<file path="src/hdl/rv_pkg.sv">
package rv_pkg;

    localparam int XLEN = 64;

    typedef logic [XLEN-1:0] xlen_t;
    typedef logic [31:0]     instr_t;
    typedef logic [4:0]      reg_addr_t;
    typedef logic [3:0]      alu_op_t;
    typedef logic [6:0]      opcode_t;
    typedef logic [9:0]      ctrl_t;

    localparam alu_op_t ALU_ADD = 4'd0;
    localparam alu_op_t ALU_SUB = 4'd1;
    localparam alu_op_t ALU_AND = 4'd2;
    localparam alu_op_t ALU_OR  = 4'd3;
    localparam alu_op_t ALU_XOR = 4'd4;
    localparam alu_op_t ALU_SLT = 4'd5;
    localparam alu_op_t ALU_LUI = 4'd6;

    localparam opcode_t OPC_OP     = 7'b0110011;
    localparam opcode_t OPC_OP_IMM = 7'b0010011;
    localparam opcode_t OPC_LUI    = 7'b0110111;
    localparam opcode_t OPC_LOAD   = 7'b0000011;
    localparam opcode_t OPC_STORE  = 7'b0100011;
    localparam opcode_t OPC_BRANCH = 7'b1100011;
    localparam opcode_t OPC_JAL    = 7'b1101111;
    localparam opcode_t OPC_JALR   = 7'b1100111;
    localparam opcode_t OPC_SYSTEM = 7'b1110011;

    localparam logic [2:0] F3_ADD  = 3'b000;
    localparam logic [2:0] F3_SLT  = 3'b010;
    localparam logic [2:0] F3_XOR  = 3'b100;
    localparam logic [2:0] F3_OR   = 3'b110;
    localparam logic [2:0] F3_AND  = 3'b111;
    localparam logic [2:0] F3_BEQ  = 3'b000;
    localparam logic [2:0] F3_BNE  = 3'b001;
    localparam logic [2:0] F3_BLT  = 3'b100;
    localparam logic [2:0] F3_WORD = 3'b010; // lw / sw

    // bit positions in ctrl_t
    localparam int CTRL_USE_IMM   = 0;
    localparam int CTRL_USE_PC    = 1;
    localparam int CTRL_IS_LOAD   = 2;
    localparam int CTRL_IS_STORE  = 3;
    localparam int CTRL_IS_WORD   = 4;
    localparam int CTRL_IS_BRANCH = 5;
    localparam int CTRL_IS_JAL    = 6;
    localparam int CTRL_IS_JALR   = 7;
    localparam int CTRL_REG_WE    = 8;
    localparam int CTRL_IS_EBREAK = 9;

    localparam xlen_t  RESET_PC     = 64'h0000_0000_8000_0000;
    localparam instr_t EBREAK_INSTR = 32'h0010_0073;
    localparam int     DMEM_WORDS   = 256;
    localparam int     DMEM_AW      = $clog2(DMEM_WORDS);

endpackage

</file>
<file path="src/hdl/decode_unit.sv">
`timescale 1ns/100ps

module decode_unit import rv_pkg::*; (
    input  logic       clk,
    input  logic       rst,
    input  logic       valid_i,
    input  instr_t     instr_i,
    input  xlen_t      pc_i,
    input  logic       flush_i,
    input  xlen_t      rs1_data_i,
    input  xlen_t      rs2_data_i,
    output reg_addr_t  rs1_o,
    output reg_addr_t  rs2_o,
    output logic       stall_o,
    output logic       halt_o,
    output logic       ex_valid_o,
    output xlen_t      ex_pc_o,
    output xlen_t      ex_imm_o,
    output xlen_t      ex_rs1_val_o,
    output xlen_t      ex_rs2_val_o,
    output reg_addr_t  ex_rs1_o,
    output reg_addr_t  ex_rs2_o,
    output reg_addr_t  ex_rd_o,
    output alu_op_t    ex_alu_op_o,
    output ctrl_t      ex_ctrl_o,
    output logic [2:0] ex_funct3_o
);

    opcode_t    opcode;
    logic [2:0] funct3;
    reg_addr_t  rd;
    xlen_t      imm;
    ctrl_t      ctrl;
    alu_op_t    alu_op;
    logic       use_rs1;
    logic       use_rs2;

    assign opcode = instr_i[6:0];
    assign funct3 = instr_i[14:12];
    assign rd     = instr_i[11:7];
    assign rs1_o  = instr_i[19:15];
    assign rs2_o  = instr_i[24:20];

    function automatic alu_op_t alu_from_f3(input logic [2:0] f3, input logic sub);
        case (f3)
            F3_ADD:  return sub ? ALU_SUB : ALU_ADD;
            F3_SLT:  return ALU_SLT;
            F3_XOR:  return ALU_XOR;
            F3_OR:   return ALU_OR;
            F3_AND:  return ALU_AND;
            default: return ALU_ADD;
        endcase
    endfunction

    always_comb begin
        ctrl    = '0;
        alu_op  = ALU_ADD;
        use_rs1 = 1'b0;
        use_rs2 = 1'b0;
        imm     = {{52{instr_i[31]}}, instr_i[31:20]}; // I-type
        case (opcode)
            OPC_OP: begin
                ctrl[CTRL_REG_WE] = 1'b1;
                use_rs1 = 1'b1;
                use_rs2 = 1'b1;
                alu_op  = alu_from_f3(funct3, instr_i[30]);
            end
            OPC_OP_IMM: begin
                ctrl[CTRL_REG_WE]  = 1'b1;
                ctrl[CTRL_USE_IMM] = 1'b1;
                use_rs1 = 1'b1;
                alu_op  = alu_from_f3(funct3, 1'b0);
            end
            OPC_LUI: begin
                ctrl[CTRL_REG_WE]  = 1'b1;
                ctrl[CTRL_USE_IMM] = 1'b1;
                alu_op = ALU_LUI;
                imm    = {{32{instr_i[31]}}, instr_i[31:12], 12'b0};
            end
            OPC_LOAD: begin
                ctrl[CTRL_REG_WE]  = 1'b1;
                ctrl[CTRL_USE_IMM] = 1'b1;
                ctrl[CTRL_IS_LOAD] = 1'b1;
                ctrl[CTRL_IS_WORD] = (funct3 == F3_WORD);
                use_rs1 = 1'b1;
            end
            OPC_STORE: begin
                ctrl[CTRL_USE_IMM]  = 1'b1;
                ctrl[CTRL_IS_STORE] = 1'b1;
                ctrl[CTRL_IS_WORD]  = (funct3 == F3_WORD);
                use_rs1 = 1'b1;
                use_rs2 = 1'b1;
                imm     = {{52{instr_i[31]}}, instr_i[31:25], instr_i[11:7]};
            end
            OPC_BRANCH: begin
                ctrl[CTRL_IS_BRANCH] = 1'b1;
                ctrl[CTRL_USE_PC]    = 1'b1;
                use_rs1 = 1'b1;
                use_rs2 = 1'b1;
                imm     = {{51{instr_i[31]}}, instr_i[31], instr_i[7], instr_i[30:25],
                           instr_i[11:8], 1'b0};
            end
            OPC_JAL: begin
                ctrl[CTRL_REG_WE] = 1'b1;
                ctrl[CTRL_IS_JAL] = 1'b1;
                ctrl[CTRL_USE_PC] = 1'b1;
                imm = {{43{instr_i[31]}}, instr_i[31], instr_i[19:12], instr_i[20],
                       instr_i[30:21], 1'b0};
            end
            OPC_JALR: begin
                ctrl[CTRL_REG_WE]  = 1'b1;
                ctrl[CTRL_IS_JALR] = 1'b1;
                use_rs1 = 1'b1;
            end
            OPC_SYSTEM: begin
                ctrl[CTRL_IS_EBREAK] = (instr_i == EBREAK_INSTR);
            end
            default: ;
        endcase
    end

    // load in execute feeding this instruction
    assign stall_o = valid_i && ex_valid_o && ex_ctrl_o[CTRL_IS_LOAD] && (ex_rd_o != '0)
                     && ((use_rs1 && (rs1_o == ex_rd_o)) || (use_rs2 && (rs2_o == ex_rd_o)));

    assign halt_o = valid_i && ctrl[CTRL_IS_EBREAK] && !flush_i;

    always_ff @(posedge clk) begin
        if (rst)
            ex_valid_o <= 1'b0;
        else
            ex_valid_o <= valid_i && !stall_o && !flush_i; // bubble on stall or flush
    end

    always_ff @(posedge clk) begin
        ex_pc_o      <= pc_i;
        ex_imm_o     <= imm;
        ex_rs1_val_o <= rs1_data_i;
        ex_rs2_val_o <= rs2_data_i;
        ex_rs1_o     <= rs1_o;
        ex_rs2_o     <= rs2_o;
        ex_rd_o      <= rd;
        ex_alu_op_o  <= alu_op;
        ex_ctrl_o    <= ctrl;
        ex_funct3_o  <= funct3;
    end

endmodule

</file>
<file path="config.mk">
export PLATFORM = sky130hd
export DESIGN_NAME = decode_unit
export DESIGN_NICKNAME = d
export VERILOG_FILES = /design/src/hdl/rv_pkg.sv /design/src/hdl/decode_unit.sv
export SDC_FILE = /design/constraint.sdc
export NUM_CORES = 1
export LEC_CHECK = 0
export BUFFER_PORTS_ARGS = -buffer_cell sky130_fd_sc_hd__buf_4
export CAP_MARGIN = 10
export CORE_AREA = 2 2 207 209
export CTS_CLUSTER_SIZE = 24
export DETAILED_ROUTE_END_ITERATION = 16
export DIE_AREA = 0 0 209 211
export PLACE_DENSITY_LB_ADDON = 0.1
export SETUP_SLACK_MARGIN = 0.4
export SYNTH_ARGS = -nofsm -noshare
export SYNTH_HDL_FRONTEND = slang
export SYNTH_SLANG_ARGS = --single-unit
</file>
<file path="constraint.sdc">
create_clock -name clk -period 1.6 [get_ports clk]
set_input_delay 0.08 -clock clk [delete_from_list [all_inputs] [get_ports clk]]
set_output_delay 0.08 -clock clk [all_outputs]
set_load 0.03 [all_outputs]
</file>
# Word level (Yosys, flattened, before mapping)
# Cells that the tools add are included.
[classes] n_reduce_logical=21 n_eq_ne=16 muxes=16
[ops] op="one-hot mux 31 bit (4 select lines)" n=1
[ops] op="== test 32 x 21 -> 1 bit, second input constant" n=1
[ops] op="== test 7 bit, second input constant" n=4
[ops] op="== test 7 x 6 -> 1 bit, second input constant" n=3
[ops] op="one-hot mux 3 bit (5 select lines)" n=1
[ops] op="2-to-1 mux 1 bit" n=12
[ops] op="one-hot mux 3 bit (4 select lines)" n=1
[ops] op="OR reduction 6 bit" n=2
[ops] op="== test 5 bit" n=2
[ops] op="logical AND 1 bit" n=10
[ops] op="== test 3 bit, second input constant" n=3
[ops] op="one-hot mux 3 bit (3 select lines)" n=1
[ops] op="== test 7 x 2 -> 1 bit, second input constant" n=1
[ops] op="== test 7 x 5 -> 1 bit, second input constant" n=1
[ops] op="nonzero test 5 bit" n=1
[ops] op="OR reduction 2 bit" n=2
[ops] op="OR reduction 4 bit" n=1
[ops] op="== test 3 x 2 -> 1 bit, second input constant" n=1
[ops] op="logical NOT 3 bit" n=1
[ops] op="OR reduction 3 bit" n=1
[ops] op="logical NOT 1 bit" n=2
[ops] op="logical OR 1 bit" n=1
[word_totals] regBits=257 inputBits=228 out_inout_bits=301 word_cells=65

# Logic depth before layout (Yosys ltp)
[logic_depth] ltp_word=9 mapped_depth=6 mapped_depth_nobuf=4

# Worst setup path before layout
# OpenSTA, ideal clock, no wires.
[synth_path] path_type="input to output" start="input instr_i[2]" end="output halt_o" arrival_time_ns=1.602 n_path_buf=1 stages=5 path_slack_ns=-0.082 cell_sequence="clkbuf_1 > nor4bb_1 > nand3_1 > nor3_1 > nor3b_1"
[synth_via] elab_chain_cells=4
[synth_lines] element="start: declaration" line="decode_unit.sv:7" source="input instr_t instr_i,"
[synth_lines] element="== test 32 x 21 -> 1 bit / == test 7 bit (equally long branches)" line="decode_unit.sv:116, decode_unit.sv:61"
[synth_lines] element="2-to-1 mux 1 bit *" line="decode_unit.sv:61" source="case (opcode)"
[synth_lines] element="via ctrl[9]" line="decode_unit.sv:33" source="ctrl_t ctrl;"
[synth_lines] element="logical AND 1 bit * (2 in series)" line="decode_unit.sv:126" source="assign halt_o = valid_i && ctrl[CTRL_IS_EBREAK] && !flush_i;"
[synth_lines] element="end: declaration" line="decode_unit.sv:15" source="output logic halt_o,"
# The timed path passes the listed nets; every way through them passes the cells marked *.

# Worst setup path in the final report
[layout_path] start="register ex_rd_o[4]" end="output stall_o"
[layout_via] elab_chain_cells=4
[layout_lines] element="start: declaration" line="decode_unit.sv:23" source="output reg_addr_t ex_rd_o,"
[layout_lines] element="start signal: assignment" line="decode_unit.sv:142" source="ex_rd_o <= rd;"
[layout_lines] element="== test 5 bit" line="decode_unit.sv:124" source="&& ((use_rs1 && (rs1_o == ex_rd_o)) || (use_rs2 && (rs2_o == ex_rd_o)));"
[layout_lines] element="logical AND 1 bit" line="decode_unit.sv:124"
[layout_lines] element="logical OR 1 bit" line="decode_unit.sv:124"
[layout_lines] element="logical AND 1 bit *" line="decode_unit.sv:124"
[layout_lines] element="end: declaration" line="decode_unit.sv:14" source="output logic stall_o,"
# Mark *: on every way between the ends. The rest lies on a longest branch, timed or not.

==> results.py <==
metrics = {
    "global_routing": {
        "grt_pass1_wl_um": 43200,
        "grt_pass1_vias": 6529,
        "grtUsageTotal": 0.134,
        "antenna_found_initial": 0,
        "overflow": 0,
        "grt_max_degree": 13,
    },
    "placed_design": {
        "dp_cells": 1472,
        "portBuffers": 527,
        "dp_hpwl_um": 23000,
        "dpl_cell_area_mm2": 0.0108,
        "place.gp.congestion": 0.694,
        "place_ws_ns": -0.0690,
    },
    "clock_tree": {
        "worstSkewPairLatency_ns": 0.53,
        "cts.clk_slew.worst_paths_ns": 0.06,
        "cts_max_level": 2,
        "cts_root_buf": "clkbuf_16",
        "cts_buffers": 34,
        "cts_num_sinks": 256,
        "cts_tree": "done",
        "clock_path_buffers": 3,
    },
    "worst_setup_path": {
        "cp-start-kind": "register",
        "end_kind": "output port",
        "critPathKind": "register to output port",
        "critPathLaunch": "ex_rd_o[4]$_DFF_P_",
        "rr_startpoint": "ex_rd_o[4]$_DFF_P_",
        "critPathRequiredTime_ns": 1.52,
        "critPathMaxFanout": 2,
        "cp.arrival_ns": 1.97,
    },
    "synthesis": {
        "synth_nets": 660,
        "syn_area_per_cell_um2": 14.5,
        "synth_edf_count": 0,
        "ys_seq_area_frac": 0.816,
        "synthTopCellsByArea": "dfxtp_1 82%, buf_4 5.1%, a21o_1 2.3%",
        "synthFlopType": "dfxtp_1",
        "synth.distinct_cells": 42,
        "synth_area_leader_cell": "dfxtp_1",
        "async_flop_share": 0,
        "synthCells": 432,
        "synth_seq_cells": 256,
        "syn_area_mm2": 0.00628,
        "yosysMostFrequentCell": "dfxtp_1",
        "synth_top_area_frac": 0.816,
        "synth_commonest_cells": "256 x dfxtp_1, 43 x buf_4, 19 x a21o_1",
        "yosysWarnings": 0,
    },
    "timing": {
        "setup_violations": 2,
        "finalHoldViolations": 1,
        "drv_slew": 0,
        "min_period_over_period": 1.28,
        "rsz0062_at_grt": "true",
        "slew-limit-headroom": 0.440,
        "clock_skew_ns": 0.00632,
        "tightest_slew_ns": 0.838,
        "layout_setup_ws_ns": -0.454,
        "fmax_mhz": 487,
        "setup-tns-final_ns": -0.832,
        "fin_crit_ns": 2.05,
        "holdWs_ns": -0.0370,
    },
    "die": {
        "rows": 75,
        "floorplan.initialDensity": 0.150,
        "fp.dieArea_mm2": 0.0441,
        "ios": 529,
        "dieWidth_um": 209,
        "core_area_mm2": 0.0418,
        "die_h_um": 211,
    },
    "power_and_ir_drop": {
        "ir_drop_v": 0.000522,
        "leakagePower_nw": 6.87,
        "p_per_area_mw_per_mm2": 1170,
        "report.power.total_w": 0.0171,
    },
    "cells_and_area": {
        "drive_above_1_share": 0.519,
        "area_growth_syn_to_layout_pct": 133,
        "multiInputGateArea_um2": 846,
        "fill_cells": 4228,
        "diodes": 0,
        "regArea_mm2": 0.00514,
        "instances_no_fill": 1767,
        "final_area_mm2": 0.0146,
        "nNetsFinal": 1432,
    },
    "routing": {
        "routed_wl_um": 31000,
        "vias_per_cell": 3.43,
        "vias": 6069,
        "drcViolationCount": 0,
        "final_antenna_net_count": 0,
        "wl_per_cell_um": 17.5,
        "first_pass_iters": 4,
        "drt_iter0_drc": 181,
    },
    "job": {
        "drv_cap": 0,
    },
    "run_status": {
        "status": "finished with violations",
        "violations": "negative hold slack, negative setup slack",
    },
    "worst_hold_path": {
        "hp-class": "primary input to register",
        "worstHoldStart": "instr_i[31]",
    },
}
==> worst max-delay path, stage by stage, from the launching register on <==
cell	delay, ns
dfxtp_2	0.32
xor2_1	0.14
or4_4	0.53
o22ai_4	0.17
and2_4	0.17
buf_6	0.12
==> cell families after synthesis <==
family	after synthesis	synth area share
DFF	256	0.816
and+or+nand+nor	70	0.0637
AOI/OAI and AO/OA	37	0.0422
other	1	0.000597
xor gates and xnor gates	12	0.0167
buffers and inverters	56	0.0611
==> per-layer routing <==
metal / GRT usage / wire [µm]
met5: 0 / 0
met4: 0.0411 / 655
met3: 0.0541 / 2600
met2: 0.246 / 16300
met1: 0.141 / 11500
==> through the flow <==
stage | hold WS, ns | utilization
after global placement | 0.185 | 0.258
after CTS | -0.258 | 0.348
after global routing | -0.0424 | 0.350
after floorplan | 0.108 | -
final | -0.0370 | 0.350
after detailed placement | 0.185 | 0.258
==> timing repair <==
action / CTS / global route
setup endpoints to repair: 42 / 79
hold buffers: 226 / 1
buffers inserted: 4 / 1
hold endpoints to repair: 255 / 3
gates cloned: 2 / 1
gates resized for setup: 81 / 10
pin swaps: 3 / 5
==> report_power, final <==
group | internal, W | switching [W]
Combinational | 0.00137 | 0.00138
Clock | 0.00462 | 0.00293
Sequential | 0.00671 | 0.0000998
==> cell usage in the layout (no fill, tap or decap), types with 3 or more instances in the layout <==
| cell | n |
|---|---|
| clkbuf_1 | 7 |
| dlygate4sd3_1 | 224 |
| xnor2_1 | 9 |
| clkbuf_16 | 35 |
| clkbuf_8 | 8 |
| clkinv_2 | 5 |
| nor3_2 | 3 |
| and2_1 | 7 |
| xor2_1 | 3 |
| o21ai_1 | 3 |
| dfxtp_1 | 249 |
| buf_8 | 26 |
| dfxtp_2 | 5 |
| nor3_1 | 6 |
| nor2_1 | 9 |
| inv_1 | 3 |
| nand4_1 | 4 |
| buf_6 | 17 |
| nand2_1 | 12 |
| a21o_1 | 19 |
| nand3_1 | 5 |
| nand3b_1 | 3 |
| nor4_1 | 5 |
| buf_4 | 514 |
==> final cells by class <==
cell class / instances / share of cell area
clock buffers: 49 / 0.0675
flip-flops and latches: 256 / 0.351
well taps: 539 / 0.0461
multi-input cells: 120 / 0.0578
repair buffers: 789 / 0.468
inverters: 3 / 0.000770
clock inverters: 11 / 0.00856
==> path summary, 6_finish.rpt <==
path / cells past startpoint / end / slack, ns
worst max-delay path: 5 / stall_o / -0.45
worst min-delay path: 5 / ex_ctrl_o[9]$_DFF_P_ / -0.04
worst max register to register: 4 / ex_valid_o$_SDFF_PP0_ / 0.20
worst min register to register: 3 / ex_valid_o$_SDFF_PP0_ / 0.72
==> sequential cells by signal, indices dropped and copies added, names as in the netlist <==
| name | cells |
|---|---|
| ex_rs2_o | 5 |
| ex_rs1_val_o | 64 |
| ex_alu_op_o | 3 |
| ex_imm_o | 32 |
| ex_rs1_o | 5 |
| ex_pc_o | 64 |
| ex_rs2_val_o | 64 |
| ex_valid_o | 1 |
| ex_funct3_o | 3 |
| ex_ctrl_o | 10 |
| ex_rd_o | 5 |
No activity file was read; power rests on OpenSTA's default activity.
