<file path="src/hdl/rv_pkg.sv">
package rv_pkg;

    localparam int XLEN = 64;

    typedef logic [XLEN-1:0] xlen_t;
    typedef logic [31:0]     instr_t;
    typedef logic [4:0]      reg_addr_t;
    typedef logic [3:0]      alu_op_t;
    typedef logic [6:0]      opcode_t;
    typedef logic [9:0]      ctrl_t;

    localparam alu_op_t ALU_ADD = 4'd0;
    localparam alu_op_t ALU_SUB = 4'd1;
    localparam alu_op_t ALU_AND = 4'd2;
    localparam alu_op_t ALU_OR  = 4'd3;
    localparam alu_op_t ALU_XOR = 4'd4;
    localparam alu_op_t ALU_SLT = 4'd5;
    localparam alu_op_t ALU_LUI = 4'd6;

    localparam opcode_t OPC_OP     = 7'b0110011;
    localparam opcode_t OPC_OP_IMM = 7'b0010011;
    localparam opcode_t OPC_LUI    = 7'b0110111;
    localparam opcode_t OPC_LOAD   = 7'b0000011;
    localparam opcode_t OPC_STORE  = 7'b0100011;
    localparam opcode_t OPC_BRANCH = 7'b1100011;
    localparam opcode_t OPC_JAL    = 7'b1101111;
    localparam opcode_t OPC_JALR   = 7'b1100111;
    localparam opcode_t OPC_SYSTEM = 7'b1110011;

    localparam logic [2:0] F3_ADD  = 3'b000;
    localparam logic [2:0] F3_SLT  = 3'b010;
    localparam logic [2:0] F3_XOR  = 3'b100;
    localparam logic [2:0] F3_OR   = 3'b110;
    localparam logic [2:0] F3_AND  = 3'b111;
    localparam logic [2:0] F3_BEQ  = 3'b000;
    localparam logic [2:0] F3_BNE  = 3'b001;
    localparam logic [2:0] F3_BLT  = 3'b100;
    localparam logic [2:0] F3_WORD = 3'b010; // lw / sw

    // bit positions in ctrl_t
    localparam int CTRL_USE_IMM   = 0;
    localparam int CTRL_USE_PC    = 1;
    localparam int CTRL_IS_LOAD   = 2;
    localparam int CTRL_IS_STORE  = 3;
    localparam int CTRL_IS_WORD   = 4;
    localparam int CTRL_IS_BRANCH = 5;
    localparam int CTRL_IS_JAL    = 6;
    localparam int CTRL_IS_JALR   = 7;
    localparam int CTRL_REG_WE    = 8;
    localparam int CTRL_IS_EBREAK = 9;

    localparam xlen_t  RESET_PC     = 64'h0000_0000_8000_0000;
    localparam instr_t EBREAK_INSTR = 32'h0010_0073;
    localparam int     DMEM_WORDS   = 256;
    localparam int     DMEM_AW      = $clog2(DMEM_WORDS);

endpackage

</file>
<file path="src/hdl/fetch_unit.sv">
`timescale 1ns/100ps

module fetch_unit import rv_pkg::*; (
    input  logic   clk,
    input  logic   rst,
    input  logic   stall_i,
    input  logic   redirect_i,
    input  xlen_t  redirect_pc_i,
    input  logic   halt_i,
    input  instr_t imem_data_i,
    output xlen_t  imem_addr_o,
    output logic   id_valid_o,
    output instr_t id_instr_o,
    output xlen_t  id_pc_o
);

    xlen_t pc_q;
    logic  halted_q; // ebreak seen in decode, fetch stays off

    assign imem_addr_o = pc_q;

    always_ff @(posedge clk) begin
        if (rst) begin
            pc_q       <= RESET_PC;
            id_valid_o <= 1'b0;
            halted_q   <= 1'b0;
        end else if (redirect_i) begin
            pc_q       <= redirect_pc_i;
            id_valid_o <= 1'b0;
        end else if (halt_i || halted_q) begin
            halted_q   <= 1'b1;
            id_valid_o <= 1'b0;
        end else if (!stall_i) begin
            pc_q       <= pc_q + 64'd4;
            id_valid_o <= 1'b1;
        end
    end

    always_ff @(posedge clk) begin
        if (!stall_i) begin
            id_instr_o <= imem_data_i;
            id_pc_o    <= pc_q;
        end
    end

endmodule

</file>
<file path="config.mk">
export PLATFORM = sky130hd
export DESIGN_NAME = fetch_unit
export DESIGN_NICKNAME = d
export VERILOG_FILES = /design/src/hdl/rv_pkg.sv /design/src/hdl/fetch_unit.sv
export SDC_FILE = /design/constraint.sdc
export NUM_CORES = 1
export LEC_CHECK = 0
export ABC_AREA = 1
export ABC_CLOCK_PERIOD_IN_PS = 3100
export BUFFER_PORTS_ARGS = -buffer_cell sky130_fd_sc_hd__buf_2
export CORE_ASPECT_RATIO = 0.8
export CORE_MARGIN = 4
export CORE_UTILIZATION = 51
export DETAILED_ROUTE_END_ITERATION = 6
export PLACE_DENSITY_LB_ADDON = 0.15
export SLEW_MARGIN = 20
export SYNTH_ARGS = -nofsm -noshare
export SYNTH_HDL_FRONTEND = slang
export SYNTH_SLANG_ARGS = --single-unit
</file>
<file path="constraint.sdc">
create_clock -name clk -period 3.1 [get_ports clk]
set_input_delay 0.31 -clock clk [delete_from_list [all_inputs] [get_ports clk]]
set_output_delay 0.31 -clock clk [all_outputs]
set_load 0.02 [all_outputs]
</file>
After elaboration in Yosys (flattened, before gate mapping)
Cells that the tools add are included.
W data, S select, Z words.

word-level totals
  bits in writable memories = 0
  memory bits (read-only) = 0
  flip-flop bits (word level) = 162
  memories kept = 0
  input bits = 101
  bits in latches = 0

operators by class
  $add $sub $neg = 1
  multiplexer cells = 3
  eq/ne operators = 2
  multipliers = 0
  order comparisons = 0
  reductions and logical operators = 4
  bitwise gates (word level) = 1
  shift-type cells = 0
  div/mod/pow operators = 0

operators with widths
  kind                     number
  $mux W64                 3
  $add A64 B3 Y64 const B  1
  $reduce_and A2 Y1        2
  $reduce_or A3 Y1         1
  $ne A2 B1 Y1 const B     1
  $ne A2 B2 Y1 const B     1
  $logic_or A1 B1 Y1       1
  $not A1 Y1               1

Depth between registers and ports, before layout
Gate-level depths: netlist (run 1).

  word-level depth = 4
  depth in mapped cells = 13
  depth with buffers taken out = 13

Least setup slack after synthesis (run 1)
OpenSTA, ideal clock, no wires.

  path type = in2reg
  from = input port stall_i
  to = register id_valid_o
  arrival = 2,553 ps
  slack = 463 ps
  data required time = 3,016 ps
  cell stages on the path = 3
  cell sequence = inv_1 > o21ai_0 > nor3_1

RTL lines
  element                 line              RTL
  start: declaration      fetch_unit.sv:6   input logic stall_i,
  end signal: assignment  fetch_unit.sv:25  id_valid_o <= 1'b0;
  end signal: assignment  fetch_unit.sv:29  id_valid_o <= 1'b0;
  end signal: assignment  fetch_unit.sv:32  id_valid_o <= 1'b0;
  end: declaration        fetch_unit.sv:12  output logic id_valid_o,

Worst setup path after layout (run 1)
  from = register halted_q
  to = register pc_q[44], in the netlist imem_addr_o[44]

on the way
  longest elaborated chain between the ends = 3

RTL lines
  element                      line              RTL
  start: declaration           fetch_unit.sv:18  logic halted_q;
  start signal: assignment     fetch_unit.sv:26  halted_q <= 1'b0;
  start signal: assignment     fetch_unit.sv:31  halted_q <= 1'b1;
  $logic_or A1 B1 Y1           fetch_unit.sv:30  end else if (halt_i || halted_q) begin
  $ne A2 B2 Y1 (no line)       --
  $reduce_and A2 Y1 (no line)  --
  end signal: assignment       fetch_unit.sv:28  pc_q <= redirect_pc_i;
  end signal: assignment       fetch_unit.sv:34  pc_q <= pc_q + 64'd4;
  end: declaration             fetch_unit.sv:17  xlen_t pc_q;

No other way between the ends.
A chain may end at the register's enable or synchronous reset.

==> run metrics, run 1 <==
grt met2 use 43.0%; critical path's top delay family buffers and inverters; M1 GR Usage 40.3%; Hold EP id_instr_o[4]; min cycle time layout 2130 ps; Clk pin slew, worst setup/hold paths 70 ps; total core area 14500 um^2; drt wl/cell 17.8 um; grt met3 use 7.66%; Power Density 539 nW/um^2; FMAX 470 MHz; Post-CTS Setup Repair Bufs 0; hold_buf cts 0; PostCTS Resize Cnt 0; GP Congestion 0.998; DP HPWL approximately 18000 um; mean post-synth cell area 8.37 um^2; chip height about 120 um; Reg-to-Reg End imem_addr_o[44]; status complete, no violations; Pre-antenna DRT Iters 6; Synth-to-Final Area Change 26.4%; maxcap violations 0; GR peak layer met2; count of final max-slew check failures 0; final period utilization slightly below 70%; CTS Buf Count 17; largest net degree at the start of global routing 66; # H-tree levels 4; Skew-Pair Late Insertion Delay 430 ps; Final Power around 5.3 mW; Detail Route Antenna Nets 0; Slew headroom 51.2%; share of cells above drive strength 1 28.7%; row count 39; final core occ between 60% and 70%; CP Max Fanout 39; via density per instance 5.36; hold path cells 1; Yosys warning count 0; Arr. time, crit path 2410 ps; RSZ-0062 raised after global routing no; crit path cell chain or2_4 > nor2_8 > inv_2 > nand2_1 > buf_4 > inv_2 > a22o_1 > inv_1 > a21oi_1; remaining global-route overflow 0; mapped cell area 7720 um^2; Setup CP Type flop to flop; Reg-to-Reg Start halted_q; Yosys reg bits 162; CTS root buf clkbuf_16; # clock sinks 162; Crit-path slowest cell inv_2; Worst-Margin Slew 732 ps; Final setup viols 0; min-delay src imem_data_i[4]; Synth Instances 922; Final Skew 7.40 ps; DR DRC count 0; startpoint types flop; post-synth cell types 40; TNS Setup 0 ps; Worst Reg-to-Reg Cells 9; Die W approximately 150 um; drt initial violations 693; routed wire length 24500 um; I/O Buffers 261; vias in the first global route 6857; P_leak 4.18 nW; die area roughly 17000 um^2; R2R setup slack 970 ps; antenna violations before repair 0; CP bufs+invs 4; initial core utilization a little over half; critical path data required time 3390 ps; VDD IR max 400 uV; first-pass GRT wire length 38200 um; post-synthesis sequential area ratio between 50% and 60%; Antenna diodes 0; clk buf depth 2; largest stage delay on the critical path roughly 330 ps; IO Count approximately 260; All-Layer GR Usage 28.3%; Worst Setup End Kind flop; Post-layout nets 1283; syn nets 1024; Vias 7381; final hold vios 0; fillers 1289; CTS tree built; Hold Path Class primary input to flop; Top cell by count, worst path inv_2
## metal layers
metal | up-vias | routed length [um]
li1 | 3539 | -
met4 | 0 | 364
met5 | - | 0
met1 | 3418 | 10700
met3 | 29 | 2620
met2 | 395 | 10800
## kinds of logic after synthesis
kind of cell	count (synthesis)	synth area share (%)
buffers and inverters	116	6.09
AO/OA/AOI/OAI	127	8.85
adder cells (fa/ha/maj)	1	0.162
XOR/XNOR	22	2.50
flip-flops	162	54.5
AND/OR/NAND/NOR	494	27.9
## registers in the layout, summed over array words and instances (netlist names)
name,cells
id_instr_o,32
id_valid_o,1
imem_addr_o,64
halted_q,1
id_pc_o,64
## through the flow
| stage | hold WS, ps | instances | setup slack [ps] | area [um^2] |
|---|---|---|---|---|
| final | 46.3 | 1378 | 974 | 9760 |
| after global routing | 37.7 | 1378 | 897 | 9760 |
| after CTS | 35.7 | 1378 | 1020 | 9760 |
| after detailed placement | 434 | 1346 | 928 | 9180 |
| after global placement | 432 | 1346 | 976 | 9180 |
| after floorplan | 409 | 922 | 463 | 7720 |
## final cells by class
class                           count  area (um^2)  area share (%)
Sequential cell                   162         4200            43.1
Clock buffer                       18          429            4.40
Tap cell                          184          230            2.36
Multi-Input combinational cell    644         3040            31.2
Timing Repair Buffer              267         1360            14.0
Inverter                           89          337            3.45
Clock inverter                     14          149            1.53
## layout by cell type, fill, tap and decap left out, types with 2 or more instances in the layout
cell	instances
clkbuf_16	17
nor2_4	9
inv_6	3
o21bai_1	2
edfxtp_1	96
nor3_1	5
clkinvlp_4	2
nand4_1	7
inv_2	5
nand2_2	10
nand3_1	46
nor3_2	2
nor2_1	120
a31oi_1	20
xnor2_1	9
inv_1	83
buf_2	261
o211ai_1	4
o21ai_1	5
nand2_1	271
o21ai_0	53
clkinv_2	2
xor2_1	13
clkinv_4	2
inv_8	3
buf_4	5
a21oi_1	41
nor2_2	11
nand3b_1	3
nor2_8	2
dfxtp_1	66
## how the worst max path moves through the flow
stage                  start              end  slack, ps  cells after the start
finish              halted_q  imem_addr_o[44]        970                      9
detailed placement    halt_i  imem_addr_o[44]        930                     10
global route        halted_q  imem_addr_o[44]        900                      9
CTS                 halted_q  imem_addr_o[44]       1020                      9
global placement      halt_i  imem_addr_o[44]        980                     10
floorplan            stall_i       id_valid_o        460                      3
## power by group
| group | internal, mW | switching, mW | total [mW] |
|---|---|---|---|
| Clock | 1.13 | 0.931 | 2.06 |
| Combinational | 0.217 | 0.431 | 0.648 |
| Sequential | 2.43 | 0.116 | 2.55 |
## synth_stat cells (all sizes together)
cell | n | area (um^2)
nand2 | 282 | 1090
nor2 | 142 | 661
edfxtp | 96 | 2880
inv | 89 | 334
dfxtp | 66 | 1320
o21ai | 58 | 290
nand3 | 47 | 248
a21oi | 41 | 205
a31oi | 20 | 125
clkbuf | 17 | 73.8
xor2 | 13 | 114
buf | 10 | 62.6
xnor2 | 9 | 78.8
nand4 | 7 | 43.8
nor3 | 7 | 45.0
nand3b | 4 | 33.8
o211ai | 4 | 30.0
o21bai | 2 | 15.0
or2 | 2 | 15.0
a22o | 1 | 8.76
and2 | 1 | 6.26
and3 | 1 | 6.26
ha | 1 | 12.5
nor4 | 1 | 6.26
o221ai | 1 | 8.76
Note: power is estimated with default switching activity, not from simulation.
==> run 2, diff against run 1 <==
--- a/config.mk
+++ b/config.mk
@@ -5,12 +5,12 @@
 export SDC_FILE = /design/constraint.sdc
 export NUM_CORES = 1
 export LEC_CHECK = 0
-export ABC_AREA = 1
-export ABC_CLOCK_PERIOD_IN_PS = 3100
+export ABC_AREA = 0
+export ABC_CLOCK_PERIOD_IN_PS = 1780
 export BUFFER_PORTS_ARGS = -buffer_cell sky130_fd_sc_hd__buf_2
 export CORE_ASPECT_RATIO = 0.8
 export CORE_MARGIN = 4
-export CORE_UTILIZATION = 51
+export CORE_UTILIZATION = 45
 export DETAILED_ROUTE_END_ITERATION = 6
 export PLACE_DENSITY_LB_ADDON = 0.15
 export SLEW_MARGIN = 20
==> constraint.sdc (replaced) <==
create_clock -name clk -period 1.78 [get_ports clk]
set_input_delay 0.178 -clock clk [delete_from_list [all_inputs] [get_ports clk]]
set_output_delay 0.178 -clock clk [all_outputs]
set_load 0.02 [all_outputs]
==> run 2 against run 1 <==
The flow now finishes with violations (negative setup slack). Flip-flop and latch count is the same. Critical path depth shrank 1. Worst setup slack lost 1300 ps. Synthesized cell count shrank 35%. Maximum frequency grew 1.2%. Area after synthesis shrank 9.6%. Highest routed layer unchanged.
==> run metrics, run 2 <==
status finished with violations; failing checks negative setup slack; largest stage delay on the critical path 350 ps; Hold Path Class primary input to flop; DP HPWL around 17000 um; mean post-synth cell area 11.7 um^2; final hold vios 0; crit path cell chain and4_4 > buf_6 > nand4_1 > buf_4 > buf_6 > nor4_4 > mux2_4 > a2111oi_4; Slew headroom 61.8%; Final setup viols 41; syn nets about 700; sw frac a little over a quarter; top-area cell type share of the netlist area 41.3%; antenna violations before repair 0; most frequent cells in the layout buf_2 (261), buf_4 (131), edfxtp_1 (96); dpl ws -313 ps; post-synth top area cell edfxtp_1; P_leak 5.10 nW; TNS Setup -5460 ps; Power Density 819 nW/um^2; top cells by count, synth edfxtp_1 (96), dfxtp_1 (66), nor2_1 (57), nand2_1 (40); Final Skew roughly 9.3 ps; R2R setup slack -320 ps; top-count cell post-synth edfxtp_1; drt wl/cell around 19 um; largest net degree at the start of global routing 97; final period utilization 118%; remaining global-route overflow 0; RSZ-0062 raised after global routing yes; Synth async-reset ratio 0%; count of final max-slew check failures 0; initial core utilization a little under half; Yosys warning count 0; All-Layer GR Usage between 20% and 30%; critical path data required time about 2100 ps; CTS tree built; clk buf depth 2; Top cell by count, worst path buf_6; DR DRC count 0; # clock sinks 162; fillers a little over 1000; FMAX about 480 MHz; post-synthesis sequential area ratio 60.3%; Flop pwr share 46.8%; CTS root buf clkbuf_16; post-synth cell types 53; mapped cell area 6980 um^2; Antenna diodes 0; Die W around 150 um; CP Max Fanout 3; # H-tree levels 4; CTS Buf Count 17; Synth-to-Final Area Change 63.6%; drt initial violations approximately 630; I/O Buffers 261; Post-layout nets 1153; GP Congestion 0.866; largest cells by area after synthesis edfxtp_1 (41%), dfxtp_1 (19%), xnor2_1 (3.3%), nor2_1 (3.1%), a211oi_1 (2.6%); part of the power in the clock network 37.3%; min cycle time layout about 2100 ps; IO Count 262; Pre-antenna DRT Iters 5; Crit-path slowest cell mux2_4; first-pass GRT wire length around 37000 um; Int Power 6.79 mW; Post-synth top flop edfxtp_1; Worst-Margin Slew 574 ps; VDD IR max 730 uV; WHS 18.2 ps; Net Sw Power 2.55 mW; routed wire length 24300 um; Synth Instances 596; Worst Setup End Kind flop; multi-input logic area 3140 um^2; Yosys reg bits 162; Arr. time, crit path 2420 ps; startpoint types flop; EDFF count, synth 96; Vias 6860; Clk pin slew, worst setup/hold paths 70 ps; Detail Route Antenna Nets 0; most common cell after layout, fill and taps aside buf_2; via density per instance 5.38; vias in the first global route ~7000; Comb power frac about 16%; Skew-Pair Late Insertion Delay 420 ps; maxcap violations 0; die area 17600 um^2; total core area 15100 um^2; register area ~4300 um^2; final worst slack -321 ps; Setup CP Type flop to flop; share of cells above drive strength 1 54.8%; chip height 119 um; row count 40
==> run 2: cell types whose count changed after synthesis, moves of 21 or more <==
| cell | before | now |
|---|---|---|
| nand3_1 | 46 | 25 |
| nand2_1 | 271 | 40 |
| nor2_1 | 120 | 57 |
| inv_1 | 84 | 13 |
| a21oi_1 | 41 | 11 |
| o21ai_0 | 53 | 12 |
| a211oi_1 | 0 | 24 |
| nor3_1 | 5 | 26 |
==> run 2: final cells by class <==
cell class                      instances  area share (%)
Clock buffer                           18            3.76
Clock inverter                         14            1.14
Inverter                               14           0.493
Multi-Input combinational cell        390            27.5
Sequential cell                       162            37.6
Tap cell                              210            2.30
Timing Repair Buffer                  466            27.1
==> run 2: routing by layer <==
layer	wire [um]	track usage (%)	vias to the layer above
li1	-	-	3213
met1	9940	34.3	3317
met2	12100	44.9	303
met3	1950	7.87	27
met4	316	5.88	0
met5	0	0	-
==> run 2: path summary, 6_finish.rpt <==
kind / depth (start not counted) / startpoint / to
worst min register to register: 0 / imem_addr_o[1] / id_pc_o[1]
worst min-delay path: 3 / redirect_pc_i[11] / imem_addr_o[11]
worst max register to register: 8 / imem_addr_o[28] / imem_addr_o[60]
worst max-delay path: 8 / imem_addr_o[28] / imem_addr_o[60]
==> run 2: power by group through the flow <==
stage / logic (mW) / registers (mW) / clock network, mW
2_1_floorplan: 0.320 / 4.81 / 0
3_5_place_dp: 1.33 / 4.44 / 0
6_report: 1.49 / 4.37 / 3.49
4_1_cts: 1.43 / 4.36 / 3.53
5_1_grt: 1.58 / 4.39 / 3.74
3_3_place_gp: 1.31 / 4.43 / 0
==> run 2: logic make-up (layout without fill, tap and decap cells) <==
family                   after synthesis  after routing  synth area share, %
AND/OR/NAND/NOR                      262            262                 21.2
flip-flops                           162            162                 60.3
AO/OA/AOI/OAI                         85             85                 8.95
buffers and inverters                 44            512                 3.86
XOR/XNOR                              29             29                 3.64
multiplexers                          13             13                 1.90
adder cells (fa/ha/maj)                1              1                0.179
==> run 2: per-stage QoR <==
stage                     std cells  instance area (um^2)  util (%)  power, mW
after floorplan                 596                  7250         -       5.13
after global placement         1166                  9580      63.4       5.74
after detailed placement       1166                  9580      63.4       5.77
after CTS                      1251                 10900      72.3       9.32
after global routing           1274                 11400      75.5       9.72
final                          1274                 11400      75.5       9.34
==> run 2: repair_timing <==
action                     CTS  global route
buffers inserted            14            22
resized for setup           59            63
hold buffers                41             3
pin swaps                   30            42
cloned                       0             0
hold endpoints to repair    41             3
setup endpoints to repair   42            48
==> run 2: worst max-delay path: cells and delay by family, from the launching register on <==
family,cells,cell delay (ps)
AO/OA/AOI/OAI,1,280
buffers and inverters,3,370
flip-flops,1,330
multiplexers,1,350
AND/OR/NAND/NOR,3,670
